## src/verilog/residuPkg.sv

```systemverilog
package residuPkg;

	////////////////////////////////////////////////////////////////////////////
	// Word sizes
	////////////////////////////////////////////////////////////////////////////

	localparam int WordWidth = 16;
	localparam int LongWidth = 32;
	localparam int AddrWidth = 11;
	localparam int CountWidth = 6;

	// Q15 sample or coefficient
	typedef logic signed [WordWidth-1:0] word;
	// Q31 accumulator
	typedef logic signed [LongWidth-1:0] longWord;
	// Scratch memory address, wraps at the top
	typedef logic [AddrWidth-1:0] addr;

	////////////////////////////////////////////////////////////////////////////
	// Filter constants
	////////////////////////////////////////////////////////////////////////////

	// Highest coefficient index a[10]
	localparam int FilterOrder = 10;
	localparam int ShiftCount = 3;

	localparam longWord MaxLong = 32'sh7FFF_FFFF;
	localparam longWord MinLong = 32'sh8000_0000;
	// Added before the upper word is taken
	localparam longWord RoundConst = 32'sh0000_8000;

	// What the multiply-accumulate unit computes
	typedef enum logic [1:0]
	{
		opMult,
		opMac,
		opRound
	} macOp;

endpackage

```

## src/verilog/macUnit.sv

```systemverilog
`timescale 1ns/1ps

module macUnit
(
	input  residuPkg::macOp    sel,
	input  residuPkg::word     a,
	input  residuPkg::word     b,
	input  residuPkg::longWord acc,
	output residuPkg::longWord result
);

	logic signed [31:0] product;
	residuPkg::longWord multSat;

	// 32-bit add clipped to the long range
	function automatic residuPkg::longWord satAdd
	(
		input residuPkg::longWord x,
		input residuPkg::longWord y
	);
		logic signed [32:0] sum;
		sum = {x[31], x} + {y[31], y};
		if (sum[32] != sum[31])
			return sum[32] ? residuPkg::MinLong : residuPkg::MaxLong;
		return sum[31:0];
	endfunction

	////////////////////////////////////////////////////////////////////////////
	// Fractional multiply
	////////////////////////////////////////////////////////////////////////////

	always_comb
	begin
		product = a * b;
		// Only -1.0 times -1.0 can overflow once doubled
		if (product == 32'sh4000_0000)
			multSat = residuPkg::MaxLong;
		else
			multSat = product <<< 1;
	end

	always_comb
	begin
		case (sel)
			residuPkg::opMult:
				result = multSat;
			residuPkg::opMac:
				result = satAdd(acc, multSat);
			residuPkg::opRound:
				result = satAdd(acc, residuPkg::RoundConst);
			default:
				result = multSat;
		endcase
	end

endmodule

```

## config.mk

```make
export PLATFORM = sky130hd
export DESIGN_NAME = macUnit
export DESIGN_NICKNAME = d
export VERILOG_FILES = /design/src/verilog/residuPkg.sv /design/src/verilog/macUnit.sv
export SDC_FILE = /design/constraint.sdc
export NUM_CORES = 1
export LEC_CHECK = 0
export ABC_AREA = 1
export BUFFER_PORTS_ARGS = -buffer_cell sky130_fd_sc_hd__buf_4
export CORE_MARGIN = 2
export CORE_UTILIZATION = 60
export DETAILED_ROUTE_END_ITERATION = 16
export PLACE_DENSITY = 0.79
export SYNTH_ARGS = -nofsm -noshare
export SYNTH_HDL_FRONTEND = slang
export SYNTH_SLANG_ARGS = --single-unit
```

## constraint.sdc

```tcl
create_clock -name vclk -period 9.3
set_input_delay 0 -clock vclk [all_inputs]
set_output_delay 0 -clock vclk [all_outputs]
set_load 0.02 [all_outputs]
```

# Yosys cells after proc, flatten, opt, wreduce, memory -nomap -nowiden

Index checks and enable logic that the tools add are counted.

Register bits: 0
Output and inout bits: 32
Word-level logic and storage cells: 20

Add/sub/neg operators: 2
$mul: 1
Eq/ne operators: 5
Muxes and demuxes: 12

Operators with widths:

| cell                                           | number |
|---|---|
| 2-to-1 mux 32 bit                              | 7 |
| one-hot mux 32 bit (2 select lines)            | 1 |
| adder 32 x 17 -> 33 bit, second input constant | 1 |
| adder 32 x 32 -> 33 bit                        | 1 |
| == test 32 bit, second input constant          | 1 |
| multiplier 16 x 16 -> 32 bit                   | 1 |
| 2-to-1 mux 1 bit                               | 4 |
| == test 2 x 1 -> 1 bit, second input constant  | 1 |
| == test 2 bit, second input constant           | 1 |
| != test 1 bit                                  | 2 |

# Logic depth before layout (Yosys ltp)

Depth after elaboration: 9
Gate-level depth with buffers: 52

# Worst setup path after synthesis

No wires, ideal clock.

Path type: input to output
Start: input b[3]
End: output result[12]
Data arrival time: 7.927 ns
Data required time: 9.300 ns
Setup slack: 1.373 ns
Stages: 43
Buffers on the path: 3
Cells stage by stage: clkbuf_1 -> clkbuf_1 -> nand2_1 -> fa_1 -> inv_1 -> fa_1 -> inv_1 -> fa_1 -> inv_1 -> fa_1 -> inv_1 -> fa_1 -> fa_1 -> inv_1 -> ha_1 -> nand2_1 -> nor2_1 -> nand2_1 -> [7 not listed] -> nand4_2 -> nand2_1 -> inv_1 -> fa_1 -> o21ai_1 -> nand2_1 -> nand2_1 -> nand2_1 -> nand2_1 -> nand3_1 -> nand3_1 -> nand2_1 -> a21oi_2 -> buf_2 -> nand2_1 -> nand2_1 -> nand2_1 -> nand2_1

Cells in the longest elaborated chain, start to end: 9

RTL lines:

| item                                    | line          | source |
|---|---|---|
| start: declaration                      | macUnit.sv:7  | `input residuPkg::word b,` |
| multiplier 16 x 16 -> 32 bit (*)        | macUnit.sv:34 | `product = a * b;` |
| == test 32 bit                          | macUnit.sv:36 | `if (product == 32'sh4000_0000)` |
| 2-to-1 mux 32 bit (*)                   | macUnit.sv:36 |  |
| adder 32 x 32 -> 33 bit                 | macUnit.sv:22 | `sum = {x[31], x} + {y[31], y};` |
| != test 1 bit                           | macUnit.sv:23 | `if (sum[32] != sum[31])` |
| 2-to-1 mux 1 bit                        | macUnit.sv:23 |  |
| 2-to-1 mux 1 bit                        | macUnit.sv:44 | `case (sel)` |
| 2-to-1 mux 32 bit                       | macUnit.sv:25 | `return sum[31:0];` |
| one-hot mux 32 bit (2 select lines) (*) | macUnit.sv:44 |  |
| end: declaration                        | macUnit.sv:9  | `output residuPkg::longWord result` |

Every way passes the cells marked *; elsewhere a longest branch is shown, timed or not. The select of a mux whose other input is x is not followed.

# Final worst setup path

Start: input a[10]
End: output result[23]

Cells in the longest elaborated chain, start to end: 9

RTL lines:

| item                                    | line          | source |
|---|---|---|
| start: declaration                      | macUnit.sv:6  | `input residuPkg::word a,` |
| multiplier 16 x 16 -> 32 bit (*)        | macUnit.sv:34 |  |
| == test 32 bit                          | macUnit.sv:36 |  |
| 2-to-1 mux 32 bit (*)                   | macUnit.sv:36 |  |
| adder 32 x 32 -> 33 bit                 | macUnit.sv:22 |  |
| != test 1 bit                           | macUnit.sv:23 |  |
| 2-to-1 mux 1 bit                        | macUnit.sv:23 |  |
| 2-to-1 mux 1 bit                        | macUnit.sv:44 |  |
| 2-to-1 mux 32 bit                       | macUnit.sv:25 |  |
| one-hot mux 32 bit (2 select lines) (*) | macUnit.sv:44 |  |

Marked as above.

==> results.cfg <==
[finish]
antenna_cells = 0
layout_common_cells = nand2_1 (762), inv_1 (533), fa_1 (262), ha_1 (117), nor2_1 (109)
ff_latch_area_sq_um = 0
fill_cells = 2212
syn_to_final_growth_pct = 5.97
layout_commonest_cell = nand2_1
layout.nets = 2691
multi_input_area_sq_um = 12200
clockBufferCount = 0
design.seq.count = 0
fin_cells = 2562
drive_above_1_share_pct = 6.51

[detailed_routing]
wl_per_cell_microns = 15.0
drc = 0
drt_wl_total_mm = 38.4
firstDrtPassIters = 7
drtAntennaViolNets = 0
viasPerCell = 5.24
num_vias = 13432
drt_iter0_markers = 1028

[critical_path]
cp.arrival_ns = 8.78
worst-path-max-fanout = 31
setup.worst_path.start_class = primary input
crit_path_frequent_cell = nand2_1
max_stage_delay_ns = 0.56
cp-end-kind = primary output
required_ns = 9.30
crit_slowest_cell = fa_1
critPathKind = in -> out

[floorplanning]
die_h_microns = 160
die_area_sq_um = 25500
io_pins = 98
fp-row-count = 56
die_w_microns = 160
core_sq_um = 23600
start_util_pct = 61.6

[synthesis]
synthCells = 2218
synth_cell_types = 40
postSynthAreaPerCell_sq_um = 6.56
ys_seq_area_share_pct = 0
synth.cell_area_sq_um = 14500
yosysWarnings = 0
syn_nets = 2664

[sta]
tightest_slew_ns = 0.973
drv_slew = 0
slew_headroom_pct = 35.0
finalWorstSetupSlack_ns = 0.522
setup-violations-final = 0
setup_tns_ns = 0
period_needed_ns = 8.78
fin_crit_sh_pct = 94.4
hold_ws_ns = 0.475
final-hold-violation-count = 0
maxClockFrequency_mhz = 114
rsz0062_at_grt = false

[outcome]
status = completed

[clock_tree]
cts_hold_buf = 0

[place]
dp_cells = 2557
port_buffers = 98
place_congestion = 0.970
place_ws_ns = 0.105
post-dp-hpwl_mm = 33.6

[global_route]
grt_pass1_vias = 13811
grt_max_degree = 34
grt_use_total_pct = 31.3
grt_pass1_wl_mm = 65.9
gr-total-overflow = 0
antenna_found_initial = 0

[job]
maxCapViolCount = 0

[min_path]
min_path_type = in -> out
worst max-delay path, delay by kind of cell:
family                     cells  cell delay, ns
adders and majority gates      9            4.20
and+or+nand+nor               24            2.74
buffers and inverters         10            1.07
xor gates and xnor gates       1            0.26
AOI/OAI and AO/OA              2            0.47
synthesized netlist by cell type (3+ instances only):
cell type	number	area, sq um
buf_6	6	67.6
a21o_1	5	37.5
o21ai_0	31	155
and2_1	3	18.8
a21boi_0	4	30.0
nor3_2	3	30.0
fa_1	263	5270
buf_4	4	30.0
ha_1	117	1460
xnor2_1	30	263
nand3_1	96	480
clkbuf_1	61	229
nor2_1	110	413
inv_1	533	2000
o21bai_1	7	52.6
nand2_1	762	2860
nor3_1	11	55.1
nand3b_1	9	67.6
nand2_2	16	100
xor2_1	26	228
a21oi_1	59	295
nand4_1	19	119
a31oi_1	6	37.5
nor4_1	5	31.3
buf_2	13	65.1
cell families after synthesis:
logic type / share of synthesized area (%)
compound gates: 4.46
xor+xnor: 3.48
fa+ha+maj: 46.3
buf+inv: 16.5
simple gates: 29.3
layout make-up:
cell class / instances / share of cell area [%]
Timing Repair Buffer: 111 / 5.50
Multi-Input combinational cell: 1598 / 78.9
Tap cell: 319 / 2.59
Inverter: 534 / 13.0
routing by layer:
metal	wire length [microns]	part of all wire (%)	GRT usage, %
met1	16400	43	43.3
met2	18700	49	54.1
met3	2600	6.8	2.75
met4	760	2.0	6.07
met5	0	0	0
what timing repair did:
action / in CTS / in global routing
setup buffers: 0 / 5
gates resized for setup: 0 / 9
setup endpoints to repair: 0 / 32
worst paths after layout:
path / start / endpoint / slack, ns / cells past startpoint
max: a[10] / result[23] / 0.52 / 46
min: acc[15] / result[15] / 0.48 / 7
metrics by stage:
stage,util [%],cell area (sq um)
2_1_floorplan,-,14500
3_3_place_gp,65.0,15300
3_5_place_dp,65.0,15300
4_1_cts,65.0,15300
5_1_grt,65.3,15400
6_report,65.3,15400
Power is left out: the tool's default activity adds up to more than one toggle a clock period on the data nets, which glitch-free logic cannot reach.
