==> src/verilog/residuPkg.sv <==
package residuPkg;

	////////////////////////////////////////////////////////////////////////////
	// Word sizes
	////////////////////////////////////////////////////////////////////////////

	localparam int WordWidth = 16;
	localparam int LongWidth = 32;
	localparam int AddrWidth = 11;
	localparam int CountWidth = 6;

	// Q15 sample or coefficient
	typedef logic signed [WordWidth-1:0] word;
	// Q31 accumulator
	typedef logic signed [LongWidth-1:0] longWord;
	// Scratch memory address, wraps at the top
	typedef logic [AddrWidth-1:0] addr;

	////////////////////////////////////////////////////////////////////////////
	// Filter constants
	////////////////////////////////////////////////////////////////////////////

	// Highest coefficient index a[10]
	localparam int FilterOrder = 10;
	localparam int ShiftCount = 3;

	localparam longWord MaxLong = 32'sh7FFF_FFFF;
	localparam longWord MinLong = 32'sh8000_0000;
	// Added before the upper word is taken
	localparam longWord RoundConst = 32'sh0000_8000;

	// What the multiply-accumulate unit computes
	typedef enum logic [1:0]
	{
		opMult,
		opMac,
		opRound
	} macOp;

endpackage

==> src/verilog/residuFsm.sv <==
`timescale 1ns/1ps

module residuFsm
(
	input  logic                                 clk,
	input  logic                                 reset,
	input  logic                                 start,
	input  residuPkg::addr                       baseA,
	input  residuPkg::addr                       baseX,
	input  residuPkg::addr                       baseY,
	input  logic [residuPkg::CountWidth-1:0]     count,
	input  residuPkg::word                       readData1,
	input  residuPkg::word                       readData2,
	input  residuPkg::longWord                   macResult,
	input  residuPkg::longWord                   shiftOut,
	input  logic                                 shiftDone,
	output logic                                 done,
	output logic                                 busy,
	output residuPkg::addr                       readAddr1,
	output residuPkg::addr                       readAddr2,
	output logic                                 writeEn,
	output residuPkg::addr                       writeAddr,
	output residuPkg::word                       writeData,
	output residuPkg::macOp                      macSel,
	output residuPkg::word                       macA,
	output residuPkg::word                       macB,
	output residuPkg::longWord                   macAcc,
	output logic                                 shiftGo,
	output residuPkg::longWord                   shiftIn
);

	typedef enum logic [3:0]
	{
		sIdle,
		sOuter,
		sFetch,
		sMult,
		sInner,
		sTapRead,
		sMac,
		sShiftGo,
		sShiftWait,
		sRound,
		sDone
	} stateType;

	stateType state;
	stateType nextState;

	// Sample index i and tap index j
	logic [residuPkg::CountWidth-1:0] sampleIdx;
	logic [3:0] tapIdx;

	// Operand from the previous read, and the running sum
	residuPkg::word held;
	residuPkg::longWord acc;

	////////////////////////////////////////////////////////////////////////////
	// Loop counters and state
	////////////////////////////////////////////////////////////////////////////

	always_ff @(posedge clk)
	begin
		if (reset)
		begin
			state <= sIdle;
			sampleIdx <= '0;
			tapIdx <= 4'd1;
		end
		else
		begin
			state <= nextState;
			case (state)
				sIdle:
					sampleIdx <= '0;
				sMult:
					tapIdx <= 4'd1;
				sMac:
					tapIdx <= tapIdx + 4'd1;
				sRound:
					sampleIdx <= sampleIdx + 1'b1;
				default:
				begin
				end
			endcase
		end
	end

	// Datapath registers
	always_ff @(posedge clk)
	begin
		case (state)
			sFetch:
				held <= readData2;
			sTapRead:
				held <= readData1;
			sMult, sMac:
				acc <= macResult;
			sShiftWait:
				if (shiftDone)
					acc <= shiftOut;
			default:
			begin
			end
		endcase
	end

	////////////////////////////////////////////////////////////////////////////
	// Next state and datapath controls
	////////////////////////////////////////////////////////////////////////////

	always_comb
	begin
		nextState = state;
		done = 1'b0;
		busy = (state != sIdle);
		readAddr1 = '0;
		readAddr2 = '0;
		writeEn = 1'b0;
		writeAddr = '0;
		writeData = '0;
		macSel = residuPkg::opMult;
		macA = '0;
		macB = '0;
		macAcc = '0;
		shiftGo = 1'b0;
		shiftIn = '0;

		case (state)
			sIdle:
				if (start)
					nextState = sOuter;
			sOuter:
				if (sampleIdx < count)
				begin
					// Request x[i]
					readAddr2 = baseX + residuPkg::addr'(sampleIdx);
					nextState = sFetch;
				end
				else
					nextState = sDone;
			sFetch:
			begin
				readAddr1 = baseA;
				nextState = sMult;
			end
			sMult:
			begin
				// x[i] times a[0] starts the sum
				macSel = residuPkg::opMult;
				macA = held;
				macB = readData1;
				nextState = sInner;
			end
			sInner:
				if (tapIdx <= 4'(residuPkg::FilterOrder))
				begin
					readAddr1 = baseA + residuPkg::addr'(tapIdx);
					nextState = sTapRead;
				end
				else
					nextState = sShiftGo;
			sTapRead:
			begin
				// x[i-j], may reach below baseX into the history
				readAddr2 = baseX + residuPkg::addr'(sampleIdx) - residuPkg::addr'(tapIdx);
				nextState = sMac;
			end
			sMac:
			begin
				macSel = residuPkg::opMac;
				macA = held;
				macB = readData2;
				macAcc = acc;
				nextState = sInner;
			end
			sShiftGo:
			begin
				shiftGo = 1'b1;
				shiftIn = acc;
				nextState = sShiftWait;
			end
			sShiftWait:
				if (shiftDone)
					nextState = sRound;
			sRound:
			begin
				macSel = residuPkg::opRound;
				macAcc = acc;
				writeEn = 1'b1;
				writeAddr = baseY + residuPkg::addr'(sampleIdx);
				writeData = macResult[31:16];
				nextState = sOuter;
			end
			sDone:
			begin
				done = 1'b1;
				nextState = sIdle;
			end
			default:
				nextState = sIdle;
		endcase
	end

endmodule

==> config.mk <==
export PLATFORM = sky130hd
export DESIGN_NAME = residuFsm
export DESIGN_NICKNAME = d
export VERILOG_FILES = /design/src/verilog/residuPkg.sv /design/src/verilog/residuFsm.sv
export SDC_FILE = /design/constraint.sdc
export NUM_CORES = 1
export LEC_CHECK = 0
export BUFFER_PORTS_ARGS = -buffer_cell sky130_fd_sc_hd__clkbuf_2
export CORE_AREA = 2 2 112 114
export DETAILED_ROUTE_END_ITERATION = 10
export DIE_AREA = 0 0 114 116
export GPL_TIMING_DRIVEN = 0
export PLACE_DENSITY = 0.78
export REMOVE_ABC_BUFFERS = 1
export SETUP_SLACK_MARGIN = 0.1
export SYNTH_ARGS = -nofsm -noshare
export SYNTH_HDL_FRONTEND = slang
export SYNTH_SLANG_ARGS = --single-unit
==> constraint.sdc <==
create_clock -name clk -period 7.31 [get_ports clk]
set_input_delay 0.3655 -clock clk [delete_from_list [all_inputs] [get_ports clk]]
set_output_delay 0.3655 -clock clk [all_outputs]
set_load 0.1 [all_outputs]
# Word level (Yosys, flattened, before mapping)
# Cells that the tools add are included.
# classes
addsub	6
order_cmp	2
eq_ne	12
muxes	24
n_reduce_logical	10
# op_table
op	count
$mux 32	3
$pmux 16 s2	2
$pmux 32 s2	1
$pmux 11 s2	2
$pmux 4 s9	1
$mux 11	3
$mux 16	2
$add 11x6->11	2
$eq 4x3->1 const B	4
$eq 4x4->1 const B	3
$mux 4	3
$pmux 6 s2	1
$add 11x4->11	1
$sub 11x4->11	1
$eq 4x2->1 const B	2
$pmux 4 s2	1
$reduce_bool 2->1	4
$add 6x1->6 const B	1
$lt 6x6->1	1
$add 4x1->4 const B	1
$eq 4x1->1 const B	1
$le 4x4->1 const B	1
$logic_not 4->1	1
$ne 2x2->1 const B	2
6 further kinds	10
# totals
register_bits	62
input_bits	139
output_inout_bits	151
elab_cells	59

# Logic depth before layout (Yosys ltp)
# logic_depth
depth_word	4
depth_mapped	12

# Worst setup path before layout
# No wires, ideal clock.
# synth_timing
path_type	input to output
startpoint	in baseX[0]
endpoint	out readAddr2[10]
t_arrival_ns	4.119
slack_ns	2.825
path_stages	12
path_buffers	0
path_cell_list	ha_1 > fa_1 > xnor2_1 > inv_1 > ha_1 > nor2b_1 > o21ai_0 > o211ai_1 > a311oi_2 > nand3_1 > xnor2_1 > o22ai_1
# synth_via
elab_chain_cells	3
# synth_lines
item	line_no	source
start: declaration	residuFsm.sv:9	input residuPkg::addr baseX,
$add 11x6->11 (*)	residuFsm.sv:137, residuFsm.sv:166	
$sub 11x4->11 / $mux 11 (equally long branches)	residuFsm.sv:166, residuFsm.sv:134	
$pmux 11 s2 (*)	residuFsm.sv:129	case (state)
end: declaration	residuFsm.sv:20	output residuPkg::addr readAddr2,
# Every way passes the cells marked *; elsewhere a longest branch is shown, timed or not.

# Worst setup path in the final report
# layout_timing
startpoint	reg sampleIdx[0] in the netlist's numbering
endpoint	out readAddr2[10]
# layout_via
elab_chain_cells	3
# layout_lines
item	line_no	source
start: declaration	residuFsm.sv:51	logic [residuPkg::CountWidth-1:0] sampleIdx;
start signal: assignment	residuFsm.sv:81	sampleIdx <= sampleIdx + 1'b1;
$add 11x6->11 / $lt 6x6->1 (equally long branches)	residuFsm.sv:137, residuFsm.sv:166, residuFsm.sv:134	
$sub 11x4->11 / $mux 11 (equally long branches)	residuFsm.sv:166, residuFsm.sv:134	
$pmux 11 s2 (*)	residuFsm.sv:129	
# Marked as above.

==> impl_results.md <==
- Post-cts repair resize count: 0
- Critical R2R Launch: state[1]
- Placed cell count: 959
- Crit Path Category: flop to output port
- Fmax: 0.238 GHz
- Max-cap violations: 0
- RSZ-0062 raised after global routing: false
- Hold Crit Depth: 2
- Place WS: 3.37 ns
- First-pass iteration count of the detailed router: 4
- Drt via density: 5.13
- Final Hold Viols: 0
- Seq/Total Area, Yosys: 33.8%
- CTS HTree Levels: 3
- Routed length per instance: 15.9 um
- Tmin final: 4.20 ns
- Relative slew slack: 18.0%
- Largest net degree at the start of global routing: 35
- Port buffer count: 289
- Hpwl dp: 12,500 um
- Final WS setup: 3.11 ns
- Critical Path Fanout Max: 7
- Non-Filler Instances: 977
- Slew @ Worst Pin: 1.23 ns
- Required time worst endpoint: 6.94 ns
- Share of cells above drive strength 1: 44.9%
- Antenna violations before repair: 0
- Flops & latches, synth: 62
- Status: completed
- Longest Clk Path Bufs: 2
- Die Wd: 114 um
- Die area: 13,200 um2
- Peak VDD IR: 0.0000963 V
- PwrDens: 170 nW/um2
- Clock transition at path regs: 0.06 ns
- Total GRT Usage: 22.0%
- Initial DRC Count: 236
- Startpoint Class: flop
- Final instance area: 7030 um2
- Setup TNS: 0 ns
- Post-cts hold buffer count: 0
- Ranking of synthesized cells by area: edfxtp_1, mux2_2, ha_1
- Main synth FF type: edfxtp_1
- R2R depth: 5
- Num ports: 290
- Post-synthesis average cell area: 9.30 um2
- Async set-or-reset flop fraction in the synthesized netlist: 0%
- Worst Clk Skew: 0.00503 ns
- Post-Synthesis Cells: 548
- Nets: 995
- LEAKAGE: 0.00337 uW
- Fillers: 1,076
- Cell with the most instances after synthesis: nor2b_1
- First-pass GRT wire length: 22,700 um
- Worst setup startpoint: sampleIdx[0]
- Die Height: 116 um
- Post-route ant nets: 0
- Total power: 1200 uW
- Starting Density: 42.8%
- Cts bufs inserted: 9
- Tcrit/Tclk final: 57.4%
- Layout area overhead: 38.0%
- Distinct cell type count after synthesis: 49
- Postcts setup bufs: 0
- WP data arrival: 3.83 ns
- Vias: 5,010
- Core area: 11,900 um2
- Worst skew pair latency: 0.32 ns
- Post-Route WL: 15,600 um
- CTS tree: built
- Clk root buf: clkbuf_16
- Mapped Area: 5090 um2
- EDFF count, synth: 48
- Final setup viols: 0
- Gr ovfl total: 0
- FP Rows: 40
- GP Congestion: 0.855
- Hold crit path type: input port to flop
- Yosys synthesis warning count: 0
- Synth top area share: 28.3%
- TritonCTS Sinks: 62
- Hold Startpoint: shiftOut[30]
- Synth area leader: edfxtp_1
- Pins Over Slew Limit: 0
- Vias in the first global route: 4,488
- Post-DP Area: 6700 um2
- Top cells by count, synth: nor2b_1, and2_1, edfxtp_1, mux2_2, nor2_1
- # DRC: 0
- Critical Path End Type: output port
path summary, 6_finish.rpt:
| check | to | slack, ns |
|---|---|---|
| hold reg to reg | tapIdx[2] | 0.48 |
| setup / recovery | readAddr2[10] | 3.11 |
| hold / removal | acc[30] | 0.34 |
| setup reg to reg | tapIdx[1] | 4.57 |
worst max-delay path, stage by stage (launching register included):
cell and delay (ns):
dfxtp_1 0.39, ha_1 0.25, fa_1 0.44, xnor2_1 0.26, inv_1 0.07, ha_1 0.33, nor2b_1 0.15, o21ai_0 0.20
o211ai_1 0.16, a311oi_2 0.33, nand3_1 0.14, xnor2_1 0.15, o22ai_1 0.13, clkbuf_2 0.50
layout by cell type (no fill, tap or decap), types with 6 or more instances in the layout:
cell,instances
nand2_1,24
nor2_1,31
and2_1,51
nor2b_1,56
a21o_1,9
and3_1,6
clkbuf_16,9
xnor2_1,13
clkbuf_2,289
a21oi_1,24
dfxtp_1,14
xor2_1,14
mux2_2,48
o21ai_0,22
ha_1,28
inv_1,25
o211ai_1,6
o22ai_1,9
edfxtp_1,48
a22o_1,19
nand3_1,15
metrics by stage:
| stage | utilization, % | hold slack, ns |
|---|---|---|
| final | 59.0 | 0.335 |
| after global routing | 59.0 | 0.332 |
| after CTS | 58.8 | 0.324 |
| after detailed placement | 56.3 | 0.477 |
| after global placement | 55.4 | 0.464 |
| after floorplan | - | 0.435 |
area by class of cell:
type                            instances  area, um2  share of cell area, %
Sequential cell                        62       1720                   24.5
Clock buffer                            9        225                   3.20
Antenna cell                            1       2.50                 0.0356
Multi-Input combinational cell        432       3180                   45.2
Clock inverter                          7       73.8                   1.05
Inverter                               25       93.8                   1.33
Tap cell                              147        184                   2.62
Timing Repair Buffer                  294       1550                   22.1
cell families after synthesis:
logic type	count (synthesis)	synth area share, %
muxes	48	10.6
AOI/OAI and AO/OA	111	15.0
xor gates and xnor gates	27	4.64
buffers and inverters	54	4.27
adders and majority gates	32	8.45
and+or+nand+nor	214	23.2
DFF	62	33.8
layer usage:
| metal | wire length [um] | up-vias | GRT usage (%) |
|---|---|---|---|
| li1 | - | 2509 | - |
| met1 | 6590 | 2290 | 27.7 |
| met2 | 7460 | 184 | 36.5 |
| met3 | 1140 | 27 | 5.81 |
| met4 | 369 | 0 | 8.13 |
| met5 | 0 | - | 0 |
registers in the layout (all words and copies together), names as in the netlist:
register / count
acc: 32
state: 4
tapIdx: 4
sampleIdx: 6
held: 16
where the power goes:
group | leakage (uW) | internal [uW] | switching (uW)
clock | 0.000146 | 265 | 160
sequential | 0.000551 | 404 | 9.99
combinational | 0.00267 | 95.3 | 265
Note: power is estimated with default switching activity, not from simulation.
