`src/verilog/residuPkg.sv`:
```
package residuPkg;

	////////////////////////////////////////////////////////////////////////////
	// Word sizes
	////////////////////////////////////////////////////////////////////////////

	localparam int WordWidth = 16;
	localparam int LongWidth = 32;
	localparam int AddrWidth = 11;
	localparam int CountWidth = 6;

	// Q15 sample or coefficient
	typedef logic signed [WordWidth-1:0] word;
	// Q31 accumulator
	typedef logic signed [LongWidth-1:0] longWord;
	// Scratch memory address, wraps at the top
	typedef logic [AddrWidth-1:0] addr;

	////////////////////////////////////////////////////////////////////////////
	// Filter constants
	////////////////////////////////////////////////////////////////////////////

	// Highest coefficient index a[10]
	localparam int FilterOrder = 10;
	localparam int ShiftCount = 3;

	localparam longWord MaxLong = 32'sh7FFF_FFFF;
	localparam longWord MinLong = 32'sh8000_0000;
	// Added before the upper word is taken
	localparam longWord RoundConst = 32'sh0000_8000;

	// What the multiply-accumulate unit computes
	typedef enum logic [1:0]
	{
		opMult,
		opMac,
		opRound
	} macOp;

endpackage

```
`src/verilog/longShifter.sv`:
```
`timescale 1ns/1ps

module longShifter
#(
	parameter int ShiftCount = residuPkg::ShiftCount
)
(
	input  logic               clk,
	input  logic               reset,
	input  logic               go,
	input  residuPkg::longWord value,
	output residuPkg::longWord result,
	output logic               done
);

	localparam int CountWidth = $clog2(ShiftCount + 2);

	logic active;
	logic [CountWidth-1:0] stepCount;
	residuPkg::longWord shiftReg;

	// Doubling, pinned at the rails once the sign would flip
	function automatic residuPkg::longWord satDouble(input residuPkg::longWord v);
		if (v[31] != v[30])
			return v[31] ? residuPkg::MinLong : residuPkg::MaxLong;
		return v <<< 1;
	endfunction

	// First step is taken as the value is loaded
	always_ff @(posedge clk)
	begin
		if (reset)
		begin
			active <= 1'b0;
			stepCount <= '0;
		end
		else if (go)
		begin
			active <= 1'b1;
			stepCount <= CountWidth'(ShiftCount > 0 ? 1 : 0);
		end
		else if (done)
			active <= 1'b0;
		else if (active)
			stepCount <= stepCount + 1'b1;
	end

	always_ff @(posedge clk)
	begin
		if (go)
			shiftReg <= (ShiftCount > 0) ? satDouble(value) : value;
		else if (active && !done)
			shiftReg <= satDouble(shiftReg);
	end

	assign done = active && (stepCount == CountWidth'(ShiftCount));
	assign result = shiftReg;

endmodule

```
`config.mk`:
```
export PLATFORM = sky130hd
export DESIGN_NAME = longShifter
export DESIGN_NICKNAME = d
export VERILOG_FILES = /design/src/verilog/residuPkg.sv /design/src/verilog/longShifter.sv
export SDC_FILE = /design/constraint.sdc
export NUM_CORES = 1
export LEC_CHECK = 0
export ABC_AREA = 1
export ABC_CLOCK_PERIOD_IN_PS = 1900
export BUFFER_PORTS_ARGS = -buffer_cell sky130_fd_sc_hd__buf_2
export CELL_PAD_IN_SITES_DETAIL_PLACEMENT = 1
export CELL_PAD_IN_SITES_GLOBAL_PLACEMENT = 2
export CORE_UTILIZATION = 25
export DETAILED_ROUTE_END_ITERATION = 8
export HOLD_SLACK_MARGIN = 0.06
export PLACE_DENSITY = 0.79
export SETUP_SLACK_MARGIN = 0.4
export SYNTH_ARGS = -nofsm -noshare
export SYNTH_HDL_FRONTEND = slang
export SYNTH_SLANG_ARGS = --single-unit
export TNS_END_PERCENT = 5
```
`constraint.sdc`:
```
create_clock -name clk -period 1.9 [get_ports clk]
set_input_delay 0.38 -clock clk [delete_from_list [all_inputs] [get_ports clk]]
set_output_delay 0.38 -clock clk [all_outputs]
set_load 0.01 [all_outputs]
```
==> Yosys cells after proc, flatten, opt, wreduce, memory -nomap -nowiden <==
Cells that the tools add are included.
{ "classes": {"addsub": 1, "n_eq_ne": 4, "n_mux": 18, "bitwise_logic": 1, "reduce_logical": 9} }
{ "op_table": {"columns": ["op", "n"], "rows": [
  ["32-bit 2-to-1 mux", 8],
  ["1-bit 2-to-1 mux", 10],
  ["2-bit nonzero test", 3],
  ["2-bit AND reduction", 2],
  ["3-bit by 1-bit adder with 3-bit output (second input constant)", 1],
  ["3-bit by 2-bit == test with 1-bit output (second input constant)", 1],
  ["1-bit logical AND", 2],
  ["1-bit != test", 2],
  ["2-bit != test (second input constant)", 1],
  ["2-bit OR reduction", 1],
  ["1-bit logical NOT", 1],
  ["1-bit inverter", 1]
]} }
{ "totals": {"regBits": 36, "inputBits": 35, "output_inout_bits": 33} }

==> Longest topological paths before layout <==
Gate-level depths: netlist of run 1.
{ "logic_depth": {"ltp_word": 9, "mapped_depth": 8, "mapped_depth_nobuf": 7} }

==> Least setup slack after synthesis of run 1 <==
No wires, ideal clock.
{ "synth_path": {"kind": "register -> register", "from": "register stepCount[0]", "to": "register shiftReg[0] (netlist: result[0]), enable pin", "t_arrival_ns": 1.548, "required_ns": 1.511, "slack_ns": -0.037, "stages_incl_launch_ff": 6, "n_path_buf": 0, "period_less_slack_ns": 1.937, "path_cell_list": "dfxtp_1 ha_1 ha_1 inv_1 nand2_1 nand2_1"} }
{ "synth_via": {"elab_chain_len": 5} }
{ "synth_lines": {"columns": ["item", "line_no", "source"], "rows": [
  ["from (decl)", "longShifter.sv:19", "logic [CountWidth-1:0] stepCount;"],
  ["from (signal assigned)", "longShifter.sv:40", "stepCount <= CountWidth'(ShiftCount > 0 ? 1 : 0);"],
  ["from (signal assigned)", "longShifter.sv:45", "stepCount <= stepCount + 1'b1;"],
  ["3-bit by 2-bit == test with 1-bit output", "longShifter.sv:56", "assign done = active && (stepCount == CountWidth'(ShiftCount));"],
  ["1-bit logical AND", "longShifter.sv:56", null],
  ["1-bit logical NOT", "longShifter.sv:52", "else if (active && !done)"],
  ["1-bit logical AND", "longShifter.sv:52", null],
  ["2-bit nonzero test (no source line)", null, null],
  ["to (signal assigned)", "longShifter.sv:51", "shiftReg <= (ShiftCount > 0) ? satDouble(value) : value;"],
  ["to (signal assigned)", "longShifter.sv:53", "shiftReg <= satDouble(shiftReg);"],
  ["to (decl)", "longShifter.sv:20", "residuPkg::longWord shiftReg;"]
]} }
Every way passes these cells.
A chain may end at the register's enable or synchronous reset.

==> Worst setup path in the final report of run 1 <==
{ "layout_path": {"from": "register stepCount[0]", "to": "output port done"} }
{ "layout_via": {"elab_chain_len": 2} }
{ "layout_lines": {"columns": ["item", "line_no", "source"], "rows": [
  ["3-bit by 2-bit == test with 1-bit output", "longShifter.sv:56", null],
  ["1-bit logical AND", "longShifter.sv:56", null],
  ["to (decl)", "longShifter.sv:13", "output logic done"]
]} }
Every way passes these cells.

==> results of run 1 <==
## critical path, stage by stage, from the launching register on
cell and delay (ns):
dfxtp_2 0.34, ha_4 0.16, ha_4 0.15, nand2_2 0.05, inv_2 0.03, buf_6 0.10
## flip-flops by register name, summed over array words and instances, names as in the netlist
register and count:
active 1, stepCount 3, result 32
## per-layer routing
metal | track usage, % | up-vias | wire (um)
li1 | - | 948 | -
met1 | 18.02 | 865 | 2717
met2 | 24.43 | 40 | 2767
met3 | 2.778 | 6 | 231
met5 | 0 | - | 0
met4 | 3.968 | 0 | 63
## repair_timing
item,4_1_cts,5_1_grt
pin swaps,3,4
resized for setup,9,14
endpoints found under the setup margin,54,49
cloned,1,2
buffers inserted,3,1
hold buffers,0,0
## metrics by stage
stage                     instance area, sq um  total power (uW)
after global routing                      2731              2840
final                                     2731              2643
after detailed placement                  2470              1983
after floorplan                           1983              1659
after global placement                    2470              1961
after CTS                                 2641              2614
## final cells by class
class	instances	share of cell area (%)
clock inverter	3	0.5039
sequential	36	38.20
tap	102	4.672
timing repair buffer	84	21.07
multi-input combinational	178	31.70
clock buffer	5	2.519
inverter	9	1.328
## power groups by stage
stage | clock [uW] | combinational (uW) | sequential, uW
5_1_grt | 583 | 1120 | 1140
3_5_place_dp | 0 | 843 | 1140
3_3_place_gp | 0 | 824 | 1140
6_report | 533 | 989 | 1120
4_1_cts | 561 | 932 | 1120
2_1_floorplan | 0 | 468 | 1190
## worst max path at each step
stage | endpoint | slack (ns)
after floorplan | result[0]$_DFFE_PP_ | 0.41
after global placement | result[19]$_DFFE_PP_ | 0.27
after detailed placement | result[28]$_DFFE_PP_ | 0.25
after CTS | done | 0.33
after global routing | result[20]$_DFFE_PP_ | 0.36
final | done | 0.39
## cells in the final DEF (no fill, tap or decap)
cell type and n:
nor2_2 1, inv_2 3, o21ai_1 30, clkinv_2 2
nand2_2 2, buf_16 1, clkbuf_16 1, clkbuf_8 5
or2_2 1, o21ai_0 2, dfxtp_1 2, clkinv_1 1
buf_4 8, nand2_1 101, inv_1 5, buf_8 2
buf_6 2, inv_4 1, dfxtp_2 2, buf_12 4
edfxtp_1 32, ha_1 2, buf_2 66, nand2_4 1
nand2_8 1, ha_4 3, a21oi_1 34
## logic make-up (layout without fill, tap and decap cells)
family	Yosys count	count (layout)	synth area share (%)
DFF	36	36	52.69
buffers and inverters	28	101	6.967
and+or+nand+nor	107	107	20.46
AOI/OAI and AO/OA	66	66	16.72
adders and majority gates	5	5	3.167
==> flow_summary.ini, run 1 <==
[cells_and_area]
drive_above_1_share_pct = 33.65
instances_no_fill = 417
nets = 354
fillers = 960
multi_input_area_sq_um = 865.8
seqCellArea_sq_um = 1044
area_delta_synth_final_pct = 38.25
antennaDiodeCount = 0
final_util_pct = 35.53

[floorplan]
initial_core_util_pct = 25.70
fp.dieH_um = 90.90
rows = 32
core_area_sq_um = 7687
boundaryPins = 68
dieArea_sq_um = 8262
die_w_um = 90.90

[pwr]
pwr-share-clk_pct = 20.2
power.switching_uw = 917.1
p_leak_uw = 0.001271
intPower_uw = 1726
p_seq_share_pct = 42.4
swShare_pct = 34.70
comb_power_share_pct = 37.4
vdd_drop_max_mv = 0.3145
p_per_area_nw_per_um2 = 967.6

[timing]
worst_slack_ns = 0.3949
whs_ns = 0.2739
finalSetupTns_ns = 0
setup-violations-final = 0
max_freq_mhz = 664.4
rsz0062_at_grt = yes
fin_crit_ns = 1.505
final_hold_viol_count = 0
relSlewSlack_pct = 74.84
period_share_pct = 79.21
fin_skew_ns = 0.004027
final_max_slew_viol_count = 0
tightestPinTransition_ns = 0.3775

[worst_hold_path]
holdPathEnd = stepCount[0]$_SDFFE_PP0P_
min_path_type = input port to flip-flop
hp-start = reset
holdPathStages = 2

[synth]
synth_top_area_share_pct = 48.64
synth_most_common_cell = nand2_1
synthArstFlopShare_pct = 0
synth_cell_types = 14
synthCells = 242
seq_area_frac_synth_pct = 52.69
ys_dominant_reg_cell = edfxtp_1
synth_nets = 282
yosys_warnings = 0
netlist_area_sq_um = 1976
synth_seq_cells = 36
synth.area.top_cells = edfxtp_1, nand2_1, a21oi_1
syn-mean-instance-area_sq_um = 8.164
synth_edf_count = 32
synth_area_leader_cell = edfxtp_1
synth_common_cells = nand2_1, a21oi_1, edfxtp_1, o21ai_1, buf_2

[cts]
numCtsBuffers = 5
cts_max_level = 2
cts_num_sinks = 36
path_clk_slew_ns = 0.07
clkLatencyLatePin_ns = 0.29
cts_root_buf = clkbuf_8
cts_tree = built
clock_tree.buffer_depth = 2

[detailed_routing]
wirelength_um = 5779
viasPerCell = 4.458
wl_per_cell_um = 13.86
drc = 0
num_vias = 1859
antenna_left = 0
drt-initial-drc-count = 29
firstDrtPassIters = 4

[worst_setup_path]
crit_required_ns = 1.52
path_class = flip-flop to output port
worstPathArrival_ns = 1.13
r2r_slack_ns = 0.42
worstSetupStartpoint = stepCount[0]$_SDFFE_PP0P_
start_kind = flip-flop
reg2reg_to = result[27]$_DFFE_PP_
r2r-start = result[30]$_DFFE_PP_
endpoint_kind = output port
path_max_fanout = 2
reg2reg_depth = 7

[global_routing]
grt_pass1_wl_um = 9135
grt_max_degree = 36
antenna_found_initial = 0
grt_remaining_overflow = 0
track_usage_pct = 14.19
grt_pass1_vias = 1872

[placement]
gp_congestion = 0.7142
numPortBuffers = 67
dp_hpwl_um = 3817
dp_cells = 402
post-place-ws_ns = 0.2506

[job]
cap_violations = 0

[run_status]
outcome = complete, no violations
(Power assumes the default switching activity.)
==> run 2, diff against run 1 <==
Settings changed: ABC_AREA 1 to 0, ABC_CLOCK_PERIOD_IN_PS 1900 to 1400, CORE_UTILIZATION 25 to 29, PLACE_DENSITY 0.79 to 0.83.
Clock period 1.9 ns to 1.4 ns, I/O delays scaled along.
==> run 2 against run 1 <==
Compared with the run above: the run now ends with negative setup slack left; worst hold slack worse by 0.028 ns; count of clock-buffer cells in the layout increased by 1; total power rose by 25%; synthesized cell count is 31% lower; final cell count fell by 22%; core utilization is 7.4 points higher.
==> flow_summary.ini, run 2 <==
[run_status]
outcome = finished, violations left
violations = negative setup slack

[global_routing]
track_usage_pct = 16.22
grt_pass1_vias = 1572
grt_max_degree = 17
grt_pass1_wl_um = 7803
antenna_found_initial = 0
grt_remaining_overflow = 0

[floorplan]
initial_core_util_pct = 29.97
die_w_um = 80.00
fp.dieH_um = 80.00
rows = 28
dieArea_sq_um = 6399
core_area_sq_um = 5886
boundaryPins = 68

[timing]
period_share_pct = 103.7
fin_skew_ns = 0.007114
worst_slack_ns = -0.05217
rsz0062_at_grt = yes
tightestPinTransition_ns = 0.2406
setup-violations-final = 26
max_freq_mhz = 688.6
final_hold_viol_count = 0
finalSetupTns_ns = -0.2104
fin_crit_ns = 1.452
relSlewSlack_pct = 83.96
whs_ns = 0.2458
final_max_slew_viol_count = 0

[placement]
place_area_sq_um = 2312
gp_congestion = 0.7370
dp_hpwl_um = 3390
numPortBuffers = 67
post-place-ws_ns = -0.1188

[cts]
path_clk_slew_ns = 0.07
cts_num_sinks = 36
cts_tree = built
clock_tree.buffer_depth = 2
cts_root_buf = clkbuf_8
clkLatencyLatePin_ns = 0.29
numCtsBuffers = 5
cts_max_level = 2

[worst_setup_path]
r2r_slack_ns = -0.03
start_kind = flip-flop
timing.critical_path.buf_inv = 1
crit_required_ns = 1.12
endpoint_kind = output port
reg2reg_depth = 5
reg2reg_to = result[31]$_DFFE_PP_
path_max_fanout = 2
cp_top_family = flip-flops
crit_top_cell = ha_4
worstPathArrival_ns = 1.17
cp_cell_sequence = ha_4, ha_4, and2_4, buf_6
path_class = flip-flop to output port
cp_slowest_stage_delay_ns = 0.34
r2r-start = result[30]$_DFFE_PP_
slowest_stage = dfxtp_2

[pwr]
p_per_area_nw_per_um2 = 1306
vdd_drop_max_mv = 0.4860
p_leak_uw = 0.001072

[worst_hold_path]
holdPathStages = 2
min_path_type = input port to flip-flop
holdPathEnd = active$_SDFFE_PP0P_
hp-start = reset

[synth]
synth_top_area_share_pct = 54.47
synth_cell_types = 21
synth_common_cells = a21oi_1, edfxtp_1, nand2_1, buf_2, ha_1
synthCells = 166
yosys_warnings = 0
netlist_area_sq_um = 1764
synth_most_common_cell = a21oi_1
synth_area_leader_cell = edfxtp_1
seq_area_frac_synth_pct = 59.01
synth_nets = 206
synth_seq_cells = 36
synthArstFlopShare_pct = 0
synth.area.top_cells = edfxtp_1, a21oi_1, nand2_1
synth_edf_count = 32
syn-mean-instance-area_sq_um = 10.63
ys_dominant_reg_cell = edfxtp_1

[job]
cap_violations = 0

[detailed_routing]
num_vias = 1528
wirelength_um = 4906
firstDrtPassIters = 4
drt-initial-drc-count = 86
antenna_left = 0
drc = 0
wl_per_cell_um = 15.14
viasPerCell = 4.716

[cells_and_area]
mostFrequentLayoutCell = buf_2
antennaDiodeCount = 0
final_cell_mix = buf_2, a21oi_1, nand2_1, edfxtp_1, buf_4
fillers = 705
fin_area_sq_um = 2527
nets = 288
largest_register_ffs = 32
multi_input_area_sq_um = 693.2
final_util_pct = 42.94
area_delta_synth_final_pct = 43.26
drive_above_1_share_pct = 46.18
seqCellArea_sq_um = 1044
## run 2: layout make-up
| class | count | share of cell area (%) |
|---|---|---|
| repair buffers | 89 | 23.66 |
| clock inverters | 2 | 0.4455 |
| clock buffers | 6 | 2.871 |
| multi-input cells | 112 | 27.43 |
| flip-flops and latches | 36 | 41.29 |
| inverters | 4 | 0.5941 |
| well taps | 75 | 3.713 |
## run 2: how the worst max path moves through the flow
stage,startpoint,endpoint,slack (ns),depth (start not counted)
final,stepCount[0]$_SDFFE_PP0P_,done,-0.05,4
after global routing,stepCount[0]$_SDFFE_PP0P_,done,-0.09,4
after CTS,stepCount[0]$_SDFFE_PP0P_,done,-0.07,4
after detailed placement,value[31],result[6]$_DFFE_PP_,-0.12,7
after global placement,value[31],result[4]$_DFFE_PP_,-0.09,7
after floorplan,stepCount[0]$_SDFFE_PP0P_,result[0]$_DFFE_PP_,-0.12,5
## run 2: logic make-up (layout without fill, tap and decap cells)
family | Yosys count | in the layout | synth area share (%)
fa+ha+maj | 5 | 5 | 3.546
buf+inv | 18 | 101 | 5.744
compound gates | 63 | 63 | 19.36
mux | 3 | 3 | 1.844
flops | 36 | 36 | 59.01
xor+xnor | 1 | 1 | 0.4965
simple gates | 40 | 40 | 10.00
## run 2: timing repair
| action | CTS | global route |
|---|---|---|
| endpoints found under the setup margin | 101 | 101 |
| pin swaps | 8 | 2 |
| resized for setup | 20 | 4 |
| buffers inserted | 3 | 0 |
| cloned | 1 | 0 |
| hold buffers | 0 | 0 |
## run 2: routing by layer
metal,GRT usage (%),vias to the layer above,wire (um)
li1,-,752,-
met1,20.92,729,2250
met2,26.41,41,2313
met3,4.457,6,282
met4,4.821,0,59
met5,0,-,0
## run 2: report_power, final
group	internal, uW	total (uW)	switching, uW
Sequential	1410	1510	99.9
Clock	345	725	380
Combinational	495	1070	574
## run 2: metrics by stage
step	total power, uW	std cells
after floorplan	2036	166
after global placement	2442	312
after detailed placement	2460	312
after CTS	3314	324
after global routing	3498	324
final	3300	324
